[src/rtl/n64_ppu_pkg.sv]
`default_nettype none

package n64_ppu_pkg;

  // ==============================
  // widths
  // ==============================
  localparam int COLOR_W_I = 7;  // per channel on the N64 bus
  localparam int COLOR_W_O = 8;

  typedef logic [COLOR_W_I-1:0] vd_in_t;
  typedef logic [COLOR_W_O-1:0] color_t;
  typedef logic [9:0]           line_cnt_t;  // enough for 625 line sources
  typedef logic [7:0]           sl_str_t;

  // ==============================
  // pixel and config words
  // ==============================
  typedef struct packed {
    logic   vsync;  // decoded, active high
    logic   hsync;
    logic   valid;  // one-cycle strobe per pixel
    color_t r;
    color_t g;
    color_t b;
  } pixel_t;

  typedef struct packed {
    logic       sl_en;
    logic [3:0] sl_str;        // widened to sl_str_t in the decoder
    logic       color_16bit;
    logic       active_vsync;  // 1 = high-active output
    logic       active_hsync;
    logic [7:0] reserved;
  } ppu_cfg_t;

  typedef struct packed {
    logic vdata_detected;
    logic palmode;
    logic n64_480i;
  } ppu_status_t;

  // which word the bus carries next
  typedef enum logic [1:0] {
    SYNC,
    RED,
    GREEN,
    BLUE
  } demux_phase_e;

endpackage

`default_nettype wire

[src/rtl/n64_vdemux.sv]
`timescale 1ns/1ps
`default_nettype none

module n64_vdemux (
  input  wire                      N64_CLK_i,
  input  wire                      rst_i,
  input  wire                      nVDSYNC_i,
  input  wire n64_ppu_pkg::vd_in_t VD_i,
  input  wire                      color_16bit_i,
  output n64_ppu_pkg::pixel_t      pix_o
);

  localparam int MSB = n64_ppu_pkg::COLOR_W_I - 1;

  n64_ppu_pkg::vd_in_t       vd_q;
  logic                      nvdsync_q;
  n64_ppu_pkg::demux_phase_e phase_q;
  n64_ppu_pkg::vd_in_t       r_q;  // held until blue arrives
  n64_ppu_pkg::vd_in_t       g_q;
  logic                      vsync_q;
  logic                      hsync_q;
  logic                      valid_q;
  n64_ppu_pkg::color_t       r_o;
  n64_ppu_pkg::color_t       g_o;
  n64_ppu_pkg::color_t       b_o;

  // 7 to 8 bit, msb repeated below the lsb
  function automatic n64_ppu_pkg::color_t expand(
    input n64_ppu_pkg::vd_in_t c,
    input logic                mode16
  );
    n64_ppu_pkg::vd_in_t c_m;
    c_m = mode16 ? {c[MSB:2], 2'b00} : c;  // 16 bit mode drops two lsbs
    return {c_m, c_m[MSB]};
  endfunction

  // ==============================
  // bus capture
  // ==============================
  always_ff @(posedge N64_CLK_i) begin
    vd_q <= VD_i;
    if (rst_i) begin
      nvdsync_q <= 1'b1;
    end else begin
      nvdsync_q <= nVDSYNC_i;
    end
  end

  // ==============================
  // phase fsm and sync flags
  // ==============================
  always_ff @(posedge N64_CLK_i) begin
    if (rst_i) begin
      phase_q <= n64_ppu_pkg::SYNC;
      valid_q <= 1'b0;
      vsync_q <= 1'b0;
      hsync_q <= 1'b0;
    end else begin
      valid_q <= 1'b0;
      if (!nvdsync_q) begin
        phase_q <= n64_ppu_pkg::RED;  // any sync word restarts the triple
        vsync_q <= ~vd_q[3];
        hsync_q <= ~vd_q[1];
      end else begin
        case (phase_q)
          n64_ppu_pkg::RED:   phase_q <= n64_ppu_pkg::GREEN;
          n64_ppu_pkg::GREEN: phase_q <= n64_ppu_pkg::BLUE;
          n64_ppu_pkg::BLUE: begin
            phase_q <= n64_ppu_pkg::SYNC;
            valid_q <= 1'b1;
          end
          default: phase_q <= n64_ppu_pkg::SYNC;  // stray data, wait for sync
        endcase
      end
    end
  end

  // colour payload
  always_ff @(posedge N64_CLK_i) begin
    if (nvdsync_q) begin
      case (phase_q)
        n64_ppu_pkg::RED:   r_q <= vd_q;
        n64_ppu_pkg::GREEN: g_q <= vd_q;
        n64_ppu_pkg::BLUE: begin
          r_o <= expand(r_q, color_16bit_i);
          g_o <= expand(g_q, color_16bit_i);
          b_o <= expand(vd_q, color_16bit_i);
        end
        default: ;
      endcase
    end
  end

  assign pix_o = '{vsync: vsync_q, hsync: hsync_q, valid: valid_q, r: r_o, g: g_o, b: b_o};

  // a full sync + rgb group lies between two pixels
  a_valid_single: assert property (@(posedge N64_CLK_i) disable iff (rst_i)
    pix_o.valid |=> !pix_o.valid);

endmodule

`default_nettype wire

[src/rtl/n64_vinfo.sv]
`timescale 1ns/1ps
`default_nettype none

module n64_vinfo #(
  parameter int PAL_LINE_THRESHOLD = 288
) (
  input  wire                      N64_CLK_i,
  input  wire                      rst_i,
  input  wire n64_ppu_pkg::pixel_t pix_i,
  output n64_ppu_pkg::ppu_status_t status_o
);

  logic                   vsync_d;
  logic                   hsync_d;
  logic                   vs_rise;
  logic                   hs_rise;
  n64_ppu_pkg::line_cnt_t line_cnt;
  logic                   prev_lsb;  // lsb of last frame's count
  logic [1:0]             vs_seen;   // saturates at two

  assign vs_rise = pix_i.vsync & ~vsync_d;
  assign hs_rise = pix_i.hsync & ~hsync_d;

  always_ff @(posedge N64_CLK_i) begin
    if (rst_i) begin
      vsync_d <= 1'b0;
      hsync_d <= 1'b0;
    end else begin
      vsync_d <= pix_i.vsync;
      hsync_d <= pix_i.hsync;
    end
  end

  // ==============================
  // lines per frame
  // ==============================
  always_ff @(posedge N64_CLK_i) begin
    if (rst_i) begin
      line_cnt <= '0;
    end else if (vs_rise) begin
      line_cnt <= '0;
    end else if (hs_rise && line_cnt != '1) begin
      line_cnt <= line_cnt + 1'b1;
    end
  end

  // ==============================
  // status at each vsync
  // ==============================
  always_ff @(posedge N64_CLK_i) begin
    if (rst_i) begin
      status_o <= '0;
      prev_lsb <= 1'b0;
      vs_seen  <= 2'd0;
    end else if (vs_rise) begin
      prev_lsb <= line_cnt[0];
      if (vs_seen != 2'd2) begin
        vs_seen <= vs_seen + 2'd1;
      end
      // first vsync only closes a partial frame
      if (vs_seen != 2'd0) begin
        status_o.vdata_detected <= 1'b1;
        status_o.palmode        <= int'(line_cnt) > PAL_LINE_THRESHOLD;
      end
      if (vs_seen == 2'd2) begin
        status_o.n64_480i <= line_cnt[0] ^ prev_lsb;  // odd/even field pairs
      end
    end
  end

endmodule

`default_nettype wire

[src/rtl/ppu_cfg_decode.sv]
`timescale 1ns/1ps
`default_nettype none

module ppu_cfg_decode (
  input  wire                        N64_CLK_i,
  input  wire                        rst_i,
  input  wire n64_ppu_pkg::ppu_cfg_t cfg_i,
  input  wire                        n64_480i_i,
  output logic                       sl_en_o,
  output n64_ppu_pkg::sl_str_t       sl_str_o,
  output logic                       color_16bit_o,
  output logic                       active_vsync_o,
  output logic                       active_hsync_o
);

  n64_ppu_pkg::sl_str_t sl_str_w;

  // (setting + 1) * 16 - 1, 0 -> 15 and 15 -> 255
  assign sl_str_w = ((n64_ppu_pkg::sl_str_t'(cfg_i.sl_str) + 8'd1) << 4) - 8'd1;

  // ==============================
  // registered settings
  // ==============================
  always_ff @(posedge N64_CLK_i) begin
    active_vsync_o <= cfg_i.active_vsync;
    active_hsync_o <= cfg_i.active_hsync;
    sl_str_o       <= sl_str_w;
    if (rst_i) begin
      sl_en_o       <= 1'b0;
      color_16bit_o <= 1'b0;
    end else begin
      sl_en_o       <= cfg_i.sl_en & ~n64_480i_i;  // no scanlines on interlaced input
      color_16bit_o <= cfg_i.color_16bit;
    end
  end

endmodule

`default_nettype wire

[src/rtl/scanline_emu.sv]
`timescale 1ns/1ps
`default_nettype none

module scanline_emu (
  input  wire                       N64_CLK_i,
  input  wire                       rst_i,
  input  wire                       sl_en_i,
  input  wire n64_ppu_pkg::sl_str_t sl_str_i,
  input  wire n64_ppu_pkg::pixel_t  pix_i,
  output n64_ppu_pkg::pixel_t       pix_o
);

  localparam int PROD_W = n64_ppu_pkg::COLOR_W_O + $bits(n64_ppu_pkg::sl_str_t);

  logic vsync_d;
  logic hsync_d;
  logic odd_line;
  logic darken;

  // c - c * s / 256, truncated
  function automatic n64_ppu_pkg::color_t dim(
    input n64_ppu_pkg::color_t  c,
    input n64_ppu_pkg::sl_str_t s
  );
    logic [PROD_W-1:0] prod;
    prod = c * s;
    return c - n64_ppu_pkg::color_t'(prod >> $bits(n64_ppu_pkg::sl_str_t));
  endfunction

  // ==============================
  // line parity
  // ==============================
  always_ff @(posedge N64_CLK_i) begin
    if (rst_i) begin
      vsync_d  <= 1'b0;
      hsync_d  <= 1'b0;
      odd_line <= 1'b0;
    end else begin
      vsync_d <= pix_i.vsync;
      hsync_d <= pix_i.hsync;
      if (pix_i.vsync && !vsync_d) begin
        odd_line <= 1'b0;  // first line of a frame is even
      end else if (pix_i.hsync && !hsync_d) begin
        odd_line <= ~odd_line;
      end
    end
  end

  assign darken = sl_en_i & odd_line & pix_i.valid;

  // ==============================
  // output stage
  // ==============================
  always_ff @(posedge N64_CLK_i) begin
    pix_o.r <= darken ? dim(pix_i.r, sl_str_i) : pix_i.r;
    pix_o.g <= darken ? dim(pix_i.g, sl_str_i) : pix_i.g;
    pix_o.b <= darken ? dim(pix_i.b, sl_str_i) : pix_i.b;
    if (rst_i) begin
      pix_o.vsync <= 1'b0;
      pix_o.hsync <= 1'b0;
      pix_o.valid <= 1'b0;
    end else begin
      pix_o.vsync <= pix_i.vsync;
      pix_o.hsync <= pix_i.hsync;
      pix_o.valid <= pix_i.valid;
    end
  end

  // scanlines only ever darken
  a_no_brighten: assert property (@(posedge N64_CLK_i) disable iff (rst_i)
    pix_o.valid |-> (pix_o.r <= $past(pix_i.r)) && (pix_o.g <= $past(pix_i.g))
                    && (pix_o.b <= $past(pix_i.b)));

endmodule

`default_nettype wire

[src/rtl/video_out.sv]
`timescale 1ns/1ps
`default_nettype none

module video_out (
  input  wire                                 N64_CLK_i,
  input  wire                                 rst_i,
  input  wire                                 active_vsync_i,
  input  wire                                 active_hsync_i,
  input  wire n64_ppu_pkg::pixel_t            pix_i,
  output logic                                VSYNC_o,
  output logic                                HSYNC_o,
  output logic                                DE_o,
  output logic [3*n64_ppu_pkg::COLOR_W_O-1:0] VD_o
);

  logic de_w;

  assign de_w = pix_i.valid & ~pix_i.vsync & ~pix_i.hsync;  // blank during sync

  // ==============================
  // final registers
  // ==============================
  always_ff @(posedge N64_CLK_i) begin
    if (rst_i) begin
      VSYNC_o <= ~active_vsync_i;  // idle level
      HSYNC_o <= ~active_hsync_i;
      DE_o    <= 1'b0;
      VD_o    <= '0;
    end else begin
      VSYNC_o <= pix_i.vsync ? active_vsync_i : ~active_vsync_i;
      HSYNC_o <= pix_i.hsync ? active_hsync_i : ~active_hsync_i;
      DE_o    <= de_w;
      VD_o    <= de_w ? {pix_i.r, pix_i.g, pix_i.b} : '0;
    end
  end

endmodule

`default_nettype wire

[src/rtl/n64_ppu_top.sv]
`timescale 1ns/1ps
`default_nettype none

module n64_ppu_top #(
  parameter int PAL_LINE_THRESHOLD = 288
) (
  input  wire                                 N64_CLK_i,
  input  wire                                 rst_i,
  input  wire                                 nVDSYNC_i,
  input  wire n64_ppu_pkg::vd_in_t            VD_i,
  input  wire n64_ppu_pkg::ppu_cfg_t          ConfigSet_i,
  output n64_ppu_pkg::ppu_status_t            PPUState_o,
  output logic                                VSYNC_o,
  output logic                                HSYNC_o,
  output logic                                DE_o,
  output logic [3*n64_ppu_pkg::COLOR_W_O-1:0] VD_o
);

  wire n64_ppu_pkg::pixel_t  demux_pix;
  wire n64_ppu_pkg::pixel_t  sl_pix;
  wire                       sl_en;
  wire n64_ppu_pkg::sl_str_t sl_str;
  wire                       color_16bit;
  wire                       active_vsync;
  wire                       active_hsync;

  // ==============================
  // input side
  // ==============================
  n64_vdemux u_vdemux (
    .N64_CLK_i     (N64_CLK_i),
    .rst_i         (rst_i),
    .nVDSYNC_i     (nVDSYNC_i),
    .VD_i          (VD_i),
    .color_16bit_i (color_16bit),
    .pix_o         (demux_pix)
  );

  n64_vinfo #(
    .PAL_LINE_THRESHOLD (PAL_LINE_THRESHOLD)
  ) u_vinfo (
    .N64_CLK_i (N64_CLK_i),
    .rst_i     (rst_i),
    .pix_i     (demux_pix),
    .status_o  (PPUState_o)
  );

  // ==============================
  // processing
  // ==============================
  ppu_cfg_decode u_cfg_decode (
    .N64_CLK_i      (N64_CLK_i),
    .rst_i          (rst_i),
    .cfg_i          (ConfigSet_i),
    .n64_480i_i     (PPUState_o.n64_480i),
    .sl_en_o        (sl_en),
    .sl_str_o       (sl_str),
    .color_16bit_o  (color_16bit),
    .active_vsync_o (active_vsync),
    .active_hsync_o (active_hsync)
  );

  scanline_emu u_scanline_emu (
    .N64_CLK_i (N64_CLK_i),
    .rst_i     (rst_i),
    .sl_en_i   (sl_en),
    .sl_str_i  (sl_str),
    .pix_i     (demux_pix),
    .pix_o     (sl_pix)
  );

  // ==============================
  // output side
  // ==============================
  video_out u_video_out (
    .N64_CLK_i      (N64_CLK_i),
    .rst_i          (rst_i),
    .active_vsync_i (active_vsync),
    .active_hsync_i (active_hsync),
    .pix_i          (sl_pix),
    .VSYNC_o        (VSYNC_o),
    .HSYNC_o        (HSYNC_o),
    .DE_o           (DE_o),
    .VD_o           (VD_o)
  );

endmodule

`default_nettype wire

[config.mk]
export PLATFORM = sky130hd
export DESIGN_NAME = n64_ppu_top
export DESIGN_NICKNAME = d
export VERILOG_FILES = /design/src/rtl/n64_ppu_pkg.sv /design/src/rtl/n64_vdemux.sv /design/src/rtl/n64_vinfo.sv /design/src/rtl/ppu_cfg_decode.sv /design/src/rtl/scanline_emu.sv /design/src/rtl/video_out.sv /design/src/rtl/n64_ppu_top.sv
export SDC_FILE = /design/constraint.sdc
export NUM_CORES = 1
export LEC_CHECK = 0
export BUFFER_PORTS_ARGS = -buffer_cell sky130_fd_sc_hd__buf_2
export CAP_MARGIN = 20
export CORE_MARGIN = 1
export CORE_UTILIZATION = 45
export DETAILED_ROUTE_END_ITERATION = 10
export PLACE_DENSITY = 0.6
export SLEW_MARGIN = 15
export SYNTH_ARGS = -nofsm -noshare
export SYNTH_HDL_FRONTEND = slang
export SYNTH_SLANG_ARGS = --single-unit
export TNS_END_PERCENT = 100
[constraint.sdc]
create_clock -name N64_CLK_i -period 6.27 [get_ports N64_CLK_i]
set_clock_uncertainty 0.1 [all_clocks]
set_input_delay 0.627 -clock N64_CLK_i [delete_from_list [all_inputs] [get_ports N64_CLK_i]]
set_output_delay 0.627 -clock N64_CLK_i [all_outputs]
set_load 0.005 [all_outputs]
==> results.toml, run 1 <==
[synth]
synthFlopType = "dfxtp_1"
synth_cells = 1035
yosysSeqAreaShare = 0.282
postSynthAreaPerCell_um2 = 9.90
synth_edf_count = 35
yosysWarningCount = 0
netlist_area_um2 = 10200
syn_nets = 1298
synth_cell_types = 57
ys_async_sr_fraction = 0
synth_area_leaders = "fa_1 (21%), dfxtp_1 (18%), ha_1 (16%)"
synth_top_area_share = 0.211
yosysTopAreaCell = "fa_1"
synth_seq_cells = 127

[power]
cellPowerDensity_nw_per_um2 = 387
peakVddDrop_mv = 0.307
leakage_nw = 5.73

[clocking]
root_buffer = "clkbuf_16"
cts_sinks = 127
hold_buffers = 0
clkLatencyLatePin_ns = 0.41
htreeDepth = 4
cts_tree = "built"
cts_buffers = 17
clk_pin_slew_ns = 0.06
cts_buffer_depth = 2

[place]
placedCellCount = 1373
gp_congestion = 0.789
portBuffers = 47
dp_hpwl_um = 15400

[critical_path]
required_ns = 6.51
rrSetupSlack_ns = 0.36
path_cells = "and2_1 -> fa_1 -> fa_1 -> fa_1 -> inv_1 -> fa_1 -> inv_1 -> ha_1 -> a21o_1 -> a21oi_2 -> o31ai_1 -> and2_1 -> o21a_1 -> nor2_1 -> xor2_1 -> ha_1 -> o2111ai_2 -> and3_1 -> or3_1 -> a21o_1 -> a21oi_2 -> xnor2_1"
crit_path_frequent_cell = "fa_1"
startpoint_type = "flip-flop"
critical_path.max_fanout = 4
end_kind = "flip-flop"
crit_path_top_delay_cell = "fa_1"
worstPathArrival_ns = 6.15
slowest_delay_ns = 0.54
r2r_cells = 22
critPathKind = "flip-flop to flip-flop"

[worst_hold_path]
hp-class = "primary input to flip-flop"
min_path_cells = 1

[sta]
fmax_mhz = 169
final_max_slew_viol_count = 0
hold-worst-slack_ns = 0.208
period_share = 0.943
hold_viol_final = 0
slew_headroom = 0.373
finalSetupViolations = 0
tightest_slew_ns = 0.940
post-route-min-period_ns = 5.91
finalSetupTns_ns = 0

[global_route]
grt.overflow.total = 0
grtUsageTotal = 0.179
grt_pass1_vias = 6977
grt_pass1_wl_um = 33200
grt_max_degree = 32
antenna_found_initial = 0

[route]
vias = 6717
route.met2.wl_um = 9370
totalWireLength_um = 19100
postRouteAntennaNets = 0
highest_layer = "met4"
drc = 0
viasPerCell = 4.77
routedWlPerCell_um = 13.6
wl_met1_um = 8970
drtIter0Drc = 176
dr.pass1.iters = 4
wl_met3_um = 641

[cells_and_area]
layout.cells.non_filler = 1407
fillers = 2011
nets = 1378
drive_above_1_share = 0.119
area_growth_pct = 13.4
num_antenna_cells = 0
final_util = 0.526

[floorplanning]
dieArea_um2 = 23400
start_util = 0.464
ioPinCount = 56
fp.dieH_um = 153
core_area_um2 = 22100
std_cell_rows = 54
die_w_um = 153

[flow_run]
drv_cap = 0

[status]
status = "complete, no violations"
[registers in the layout (all words and copies together), names as in the netlist, 2 cells and up]
| register | count |
|---|---|
| u_scanline_emu.pix_o | 25 |
| u_video_out.VD_o | 24 |
| u_vinfo.line_cnt | 10 |
| u_vdemux.b_o | 7 |
| u_vdemux.g_o | 7 |
| u_vdemux.g_q | 7 |
| u_vdemux.r_o | 7 |
| u_vdemux.r_q | 7 |
| u_vdemux.vd_q | 7 |
| u_cfg_decode.sl_str_o | 4 |
| u_vinfo.status_o | 3 |
| u_vdemux.phase_q | 2 |
| u_vinfo.vs_seen | 2 |
[layout make-up]
class / instances / area, µm² / share of cell area
timing repair buffer: 80 / 483 / 0.0416
clock inverter: 9 / 93.8 / 0.00807
inverter: 204 / 766 / 0.0659
multi-input combinational: 685 / 6550 / 0.563
clock buffer: 22 / 485 / 0.0418
sequential: 127 / 2900 / 0.249
tap: 280 / 350 / 0.0301
[critical path, delay by kind of cell, from the launching register on]
family,cells,cell delay [ns]
buffers and inverters,2,0.09
XOR/XNOR,2,0.21
AND/OR/NAND/NOR,5,1.11
flip-flops,1,0.41
AO/OA/AOI/OAI,7,1.18
adder cells (fa/ha/maj),6,2.75
[synth_stat cells (all sizes together) (12+ instances only)]
cell type,number
dfxtp,92
nand2,63
xnor2,37
o21ai,44
clkbuf,18
nand2b,12
edfxtp,35
ha,129
fa,108
and2,88
xor2,21
a21o,12
nor2,41
nor2b,23
a21oi,33
inv,204
[power by group]
group	leakage [nW]	total, mW	internal [mW]	switching, mW
logic	4.37	2.65	1.25	1.40
clock network	0.284	0.963	0.594	0.369
registers	1.07	0.877	0.860	0.0165
[path summary, 6_finish.rpt]
check	start	end
worst max-delay path	u_vdemux.g_o[2]	u_scanline_emu.pix_o[15]
worst min-delay path	ConfigSet_i[9]	u_cfg_decode.active_vsync_o
worst max register to register	u_vdemux.g_o[2]	u_scanline_emu.pix_o[15]
worst min register to register	u_vdemux.g_q[5]	u_vdemux.g_o[6]
[cells in the final DEF, fill, tap and decap left out, types with 3 or more instances in the layout]
master	count
inv_1	203
ha_1	129
fa_1	108
dfxtp_1	90
and2_1	87
nand2_1	63
buf_2	47
nor2_1	41
xnor2_1	36
o21ai_0	35
edfxtp_1	35
buf_4	33
a21oi_1	27
nor2b_1	22
xor2_1	21
clkbuf_16	18
nand2b_1	12
a21o_1	12
o21ai_1	7
a21oi_2	6
and3_1	6
nand4_1	6
o21a_1	5
nor3_1	5
nand3_1	5
inv_6	4
o31ai_1	3
o21bai_1	3
a311oi_1	3
[stage by stage]
stage	area, µm²	total power [mW]	worst slack, ns
floorplan	10200	3.06	0.455
global placement	11000	3.47	0.164
detailed placement	11000	3.50	0.112
CTS	11600	4.49	0.102
global route	11600	4.96	-0.00436
finish	11600	4.49	0.356
[per-layer routing]
layer / vias up / global-route usage
li1: 3447 / -
met1: 3179 / 0.233
met2: 76 / 0.309
met3: 15 / 0.0332
met4: 0 / 0.0356
met5: - / 0
[logic make-up (layout without fill, tap and decap cells)]
| logic type | Yosys count | count (layout) | synth area share |
|---|---|---|---|
| AND/OR/NAND/NOR | 269 | 269 | 0.141 |
| adder cells (fa/ha/maj) | 237 | 237 | 0.369 |
| buffers and inverters | 223 | 315 | 0.0821 |
| flip-flops | 127 | 127 | 0.282 |
| AO/OA/AOI/OAI | 119 | 119 | 0.0743 |
| XOR/XNOR | 58 | 58 | 0.0496 |
| multiplexers | 2 | 2 | 0.00195 |
[timing repair]
item,in CTS,in global routing
gates resized for setup,0,9
setup buffers,0,3
setup endpoints to repair,0,3
hold endpoints to repair,0,0
(Power assumes the default switching activity.)
==> run 2, diff against run 1 <==
--- a/config.mk
+++ b/config.mk
@@ -9,6 +9,7 @@
 export CAP_MARGIN = 20
 export CORE_MARGIN = 1
 export CORE_UTILIZATION = 45
+export CTS_BUF_LIST = sky130_fd_sc_hd__clkbuf_4 sky130_fd_sc_hd__clkbuf_8
 export DETAILED_ROUTE_END_ITERATION = 10
 export PLACE_DENSITY = 0.6
 export SLEW_MARGIN = 15
==> results.toml, run 2 (same netlist as run 1, synthesis figures left out) <==
[status]
status = "complete, no violations"

[cells_and_area]
final_util = 0.518
top_regs = "u_scanline_emu.pix_o x25, u_video_out.VD_o x24, u_vinfo.line_cnt x10"
multiInputGateArea_um2 = 6550
fillers = 2034
num_antenna_cells = 0
layout.area.seq_um2 = 2900
top_register = "u_scanline_emu.pix_o"
final_common_cell = "inv_1"
layout_common_cells = "inv_1 (203), ha_1 (129), fa_1 (108), dfxtp_1 (90), and2_1 (87)"
nets = 1379
largest_reg_flops = 25
drive_above_1_share = 0.122
area_growth_pct = 11.8

[power]
leakage_nw = 5.66
cellPowerDensity_nw_per_um2 = 372
peakVddDrop_mv = 0.307

[sta]
tightest_slew_ns = 0.935
finalSetupTns_ns = 0
hold_viol_final = 0
rsz0062_at_grt = "false"
finalSetupViolations = 0
fmax_mhz = 171
post-route-min-period_ns = 5.85
slew_headroom = 0.376
period_share = 0.934
final_max_slew_viol_count = 0

[global_route]
antenna_found_initial = 0
grt_util_met2 = 0.310
grt_pass1_wl_um = 33300
grtUsageTotal = 0.179
grt.overflow.total = 0
grt_pass1_vias = 6971
grt_max_degree = 32
top_usage_layer = "met2"
use_met1 = 0.235
grt.met3_usage = 0.0303

[route]
routedWlPerCell_um = 13.6
postRouteAntennaNets = 0
drc = 0
vias = 6721
totalWireLength_um = 19100
viasPerCell = 4.77
dr.pass1.iters = 4
drtIter0Drc = 217

[floorplanning]
dieArea_um2 = 23400
core_area_um2 = 22100
ioPinCount = 56
start_util = 0.464
fp.dieH_um = 153
std_cell_rows = 54
die_w_um = 153

[clocking]
cts_tree = "built"
cts_buffer_depth = 2
hold_buffers = 0
clkLatencyLatePin_ns = 0.44
cts_buffers = 17
htreeDepth = 4
cts_sinks = 127
clk_pin_slew_ns = 0.08
root_buffer = "clkbuf_8"

[critical_path]
critical_path.max_fanout = 17
path_cells = "buf_4 -> nand2_1 -> fa_1 -> fa_1 -> inv_1 -> fa_1 -> fa_1 -> ha_1 -> a21o_1 -> or2_1 -> a21oi_1 -> xnor2_1 -> inv_1 -> ha_1 -> nor2b_1 -> o2111ai_2 -> nand3_1 -> and3_1 -> or4_1 -> a21oi_2 -> xnor2_1"
crit_path_frequent_cell = "fa_1"
slowest_delay_ns = 0.54
end_kind = "flip-flop"
cp_num_buf_inv = 3
required_ns = 6.53
startpoint_type = "flip-flop"
critical-path-top-delay-family = "adder cells"
worstPathArrival_ns = 6.12
crit_path_top_delay_cell = "fa_1"
critPathKind = "flip-flop to flip-flop"

[place]
dp_hpwl_um = 15400
portBuffers = 47
gp_congestion = 0.789

[worst_hold_path]
hp-class = "primary input to flip-flop"

[flow_run]
drv_cap = 0
run 2: changes by cell type in the layout (fill, tap and decap cells not counted):
cell	change
clkbuf_1	-2
clkbuf_16	-18
bufinv_16	+1
o31ai_2	+1
o31ai_1	-1
clkbuf_8	+17
buf_4	+1
clkbuf_4	+2
run 2: routing by layer:
| layer | vias to the layer above | part of all wire |
|---|---|---|
| met3 | 13 | 0.031 |
| met5 | - | 0 |
| li1 | 3441 | - |
| met1 | 3192 | 0.47 |
| met2 | 75 | 0.49 |
| met4 | 0 | 0.0070 |
run 2: layout make-up:
cell class / instances / area share
Clock buffer: 21 / 0.0241
Inverter: 204 / 0.0668
Sequential cell: 127 / 0.253
Tap cell: 280 / 0.0306
Multi-Input combinational cell: 685 / 0.572
Clock inverter: 10 / 0.0108
Timing Repair Buffer: 81 / 0.0428
run 2: metrics by stage:
stage	hold WS [ns]	area, µm²	worst slack [ns]	std cells	total power, mW
6_report	0.182	11500	0.417	1408	4.26
4_1_cts	0.152	11400	0.0956	1404	4.24
2_1_floorplan	0.300	10200	0.455	1035	3.06
3_5_place_dp	0.305	11000	0.112	1373	3.50
3_3_place_gp	0.302	11000	0.164	1373	3.47
5_1_grt	0.151	11500	0.00776	1408	4.73
run 2: power breakdown:
part / internal, mW / total, mW / switching [mW]
clock network: 0.388 / 0.725 / 0.337
logic: 1.26 / 2.66 / 1.40
registers: 0.859 / 0.875 / 0.0165
run 2: timing repair:
| action | in CTS | in global routing |
|---|---|---|
| buffers inserted | 0 | 4 |
| endpoints found under the setup margin | 0 | 3 |
| resized for setup | 0 | 10 |
| hold endpoints to repair | 0 | 0 |
run 2: worst paths after layout:
| path | slack (ns) | cells past startpoint | startpoint | end |
|---|---|---|---|---|
| min reg2reg | 0.31 | 0 | u_vdemux.g_q[5] | u_vdemux.g_o[6] |
| max | 0.42 | 21 | u_cfg_decode.sl_str_o[5] | u_scanline_emu.pix_o[23] |
| min | 0.18 | 1 | ConfigSet_i[9] | u_cfg_decode.active_vsync_o |
| max reg2reg | 0.42 | 21 | u_cfg_decode.sl_str_o[5] | u_scanline_emu.pix_o[23] |
==> run 3, diff against run 2 <==
==> constraint.sdc (replaced) <==
create_clock -name N64_CLK_i -period 5.19 [get_ports N64_CLK_i]
set_clock_uncertainty 0.1 [all_clocks]
set_input_delay 0.519 -clock N64_CLK_i [delete_from_list [all_inputs] [get_ports N64_CLK_i]]
set_output_delay 0.519 -clock N64_CLK_i [all_outputs]
set_load 0.005 [all_outputs]
==> results.toml, run 3 (same netlist as run 1, synthesis figures left out) <==
[status]
status = "finished, violations left"
violations = "setup timing"

[worst_hold_path]
hp-class = "primary input to flip-flop"
hp-start = "VD_i[2]"
min_to = "u_vdemux.vd_q[2]"
min_path_cells = 1

[critical_path]
critPathKind = "flip-flop to flip-flop"
startpoint_type = "flip-flop"
critical_path.max_fanout = 5
r2r_cells = 21
rrSetupSlack_ns = -0.39
worstPathArrival_ns = 5.87
required_ns = 5.47
end_kind = "flip-flop"
r2r-end = "u_scanline_emu.pix_o[15]"
r2r_start = "u_vdemux.g_o[3]"

[route]
dr.pass1.iters = 4
viasPerCell = 4.62
drc = 0
routedWlPerCell_um = 12.9
vias = 7111
totalWireLength_um = 19800
drtIter0Drc = 309
postRouteAntennaNets = 0

[clocking]
cts_buffer_depth = 2
cts_tree = "built"
clkLatencyLatePin_ns = 0.45
root_buffer = "clkbuf_8"
cts_buffers = 17
htreeDepth = 4
cts_sinks = 127
clk_pin_slew_ns = 0.08

[power]
finalPower_mw = 6.80
leakage_nw = 6.40
peakVddDrop_mv = 0.293
cellPowerDensity_nw_per_um2 = 526

[cells_and_area]
largest_reg_flops = 25
finalInstanceArea_um2 = 12900
layout_common_cells = "inv_1 (194), buf_4 (149), ha_1 (116), fa_1 (102), dfxtp_1 (90)"
top_register = "u_scanline_emu.pix_o"
nets = 1508
area_growth_pct = 26.2
final_util = 0.585
top_regs = "u_scanline_emu.pix_o x25, u_video_out.VD_o x24, u_vinfo.line_cnt x10"
drive_above_1_share = 0.278
fillers = 1929
final_common_cell = "inv_1"
layout.cells.non_filler = 1538
num_antenna_cells = 0

[floorplanning]
ioPinCount = 56
die_w_um = 153
core_area_um2 = 22100
fp.dieH_um = 153
start_util = 0.464
dieArea_um2 = 23400
std_cell_rows = 54

[sta]
layout_setup_ws_ns = -0.395
fmax_mhz = 179
slew_headroom = 0.353
final_max_slew_viol_count = 0
hold_viol_final = 0
finalSetupViolations = 8
period_share = 1.08
post-route-min-period_ns = 5.58
hold-worst-slack_ns = 0.0670
tightest_slew_ns = 0.971
rsz0062_at_grt = "true"

[place]
portBuffers = 47
placedCellCount = 1475
place_area_um2 = 12000
dp_hpwl_um = 15900
gp_congestion = 0.811

[global_route]
antenna_found_initial = 0
grt_pass1_wl_um = 34800
grtUsageTotal = 0.187
grt.overflow.total = 0
grt_pass1_vias = 7306
grt_max_degree = 47

[flow_run]
drv_cap = 0
run 3: cell types whose count changed in the layout (fill, tap and decap cells not counted), moves of 8 or more:
cell and change:
a21oi_1 -8, buf_4 +115, nor2_1 -9, and2_4 +17
inv_2 +9, ha_1 -13, a21oi_2 +8, ha_4 +10
buf_6 +8, inv_1 -9, and2_1 -17
run 3: metrics by stage:
step           setup TNS, ns  worst slack (ns)
6_report               -1.93            -0.395
5_1_grt                -5.18            -0.639
4_1_cts                -1.94            -0.405
3_5_place_dp           -2.10            -0.481
3_3_place_gp           -1.62            -0.387
2_1_floorplan         -0.688            -0.290
run 3: worst max path at each step:
| stage | start | endpoint | slack, ns |
|---|---|---|---|
| 2_1_floorplan | u_vdemux.g_o[2] | u_scanline_emu.pix_o[15] | -0.29 |
| 5_1_grt | u_vdemux.g_o[3] | u_scanline_emu.pix_o[15] | -0.64 |
| 4_1_cts | u_vdemux.g_o[2] | u_scanline_emu.pix_o[15] | -0.41 |
| 3_3_place_gp | u_vdemux.r_o[3] | u_scanline_emu.pix_o[23] | -0.39 |
| 3_5_place_dp | u_cfg_decode.sl_str_o[7] | u_scanline_emu.pix_o[15] | -0.48 |
| 6_report | u_vdemux.g_o[3] | u_scanline_emu.pix_o[15] | -0.39 |
run 3: layout make-up:
type / instances / area [µm²] / share of cell area
multi-input cells: 685 / 6910 / 0.535
flip-flops and latches: 127 / 2900 / 0.224
well taps: 280 / 350 / 0.0271
inverters: 204 / 766 / 0.0592
clock buffers: 21 / 270 / 0.0209
clock inverters: 11 / 155 / 0.0120
repair buffers: 210 / 1580 / 0.122
run 3: critical path, cell delays in order (launching register included):
cell,delay [ns]
edfxtp_1,0.48
and2_4,0.21
fa_1,0.49
fa_1,0.55
inv_1,0.05
fa_1,0.48
fa_1,0.52
inv_2,0.05
ha_4,0.28
nand2_2,0.07
o31ai_4,0.25
and2_4,0.17
o21a_1,0.16
nor2_2,0.06
xor2_1,0.14
ha_1,0.34
o2111ai_2,0.13
and3_4,0.18
or3_4,0.36
a21o_1,0.17
a21oi_2,0.12
xnor2_1,0.15
run 3: power breakdown:
group | total, mW | switching (mW) | internal (mW) | leakage [nW]
Clock | 0.907 | 0.398 | 0.509 | 0.216
Combinational | 4.84 | 2.13 | 2.71 | 5.11
Sequential | 1.05 | 0.0146 | 1.04 | 1.07
run 3: what timing repair did:
item / in CTS / in global routing
hold buffers: 0 / 0
buffers inserted: 24 / 6
gates cloned: 1 / 0
gates resized for setup: 38 / 35
setup endpoints to repair: 10 / 18
pin swaps: 38 / 23
run 3: layer usage:
| layer | share of wire | vias to the layer above | global-route usage |
|---|---|---|---|
| met2 | 0.45 | 78 | 0.301 |
| met3 | 0.028 | 17 | 0.0326 |
| li1 | - | 3695 | - |
| met1 | 0.51 | 3321 | 0.259 |
| met4 | 0.0097 | 0 | 0.0486 |
| met5 | 0 | - | 0 |
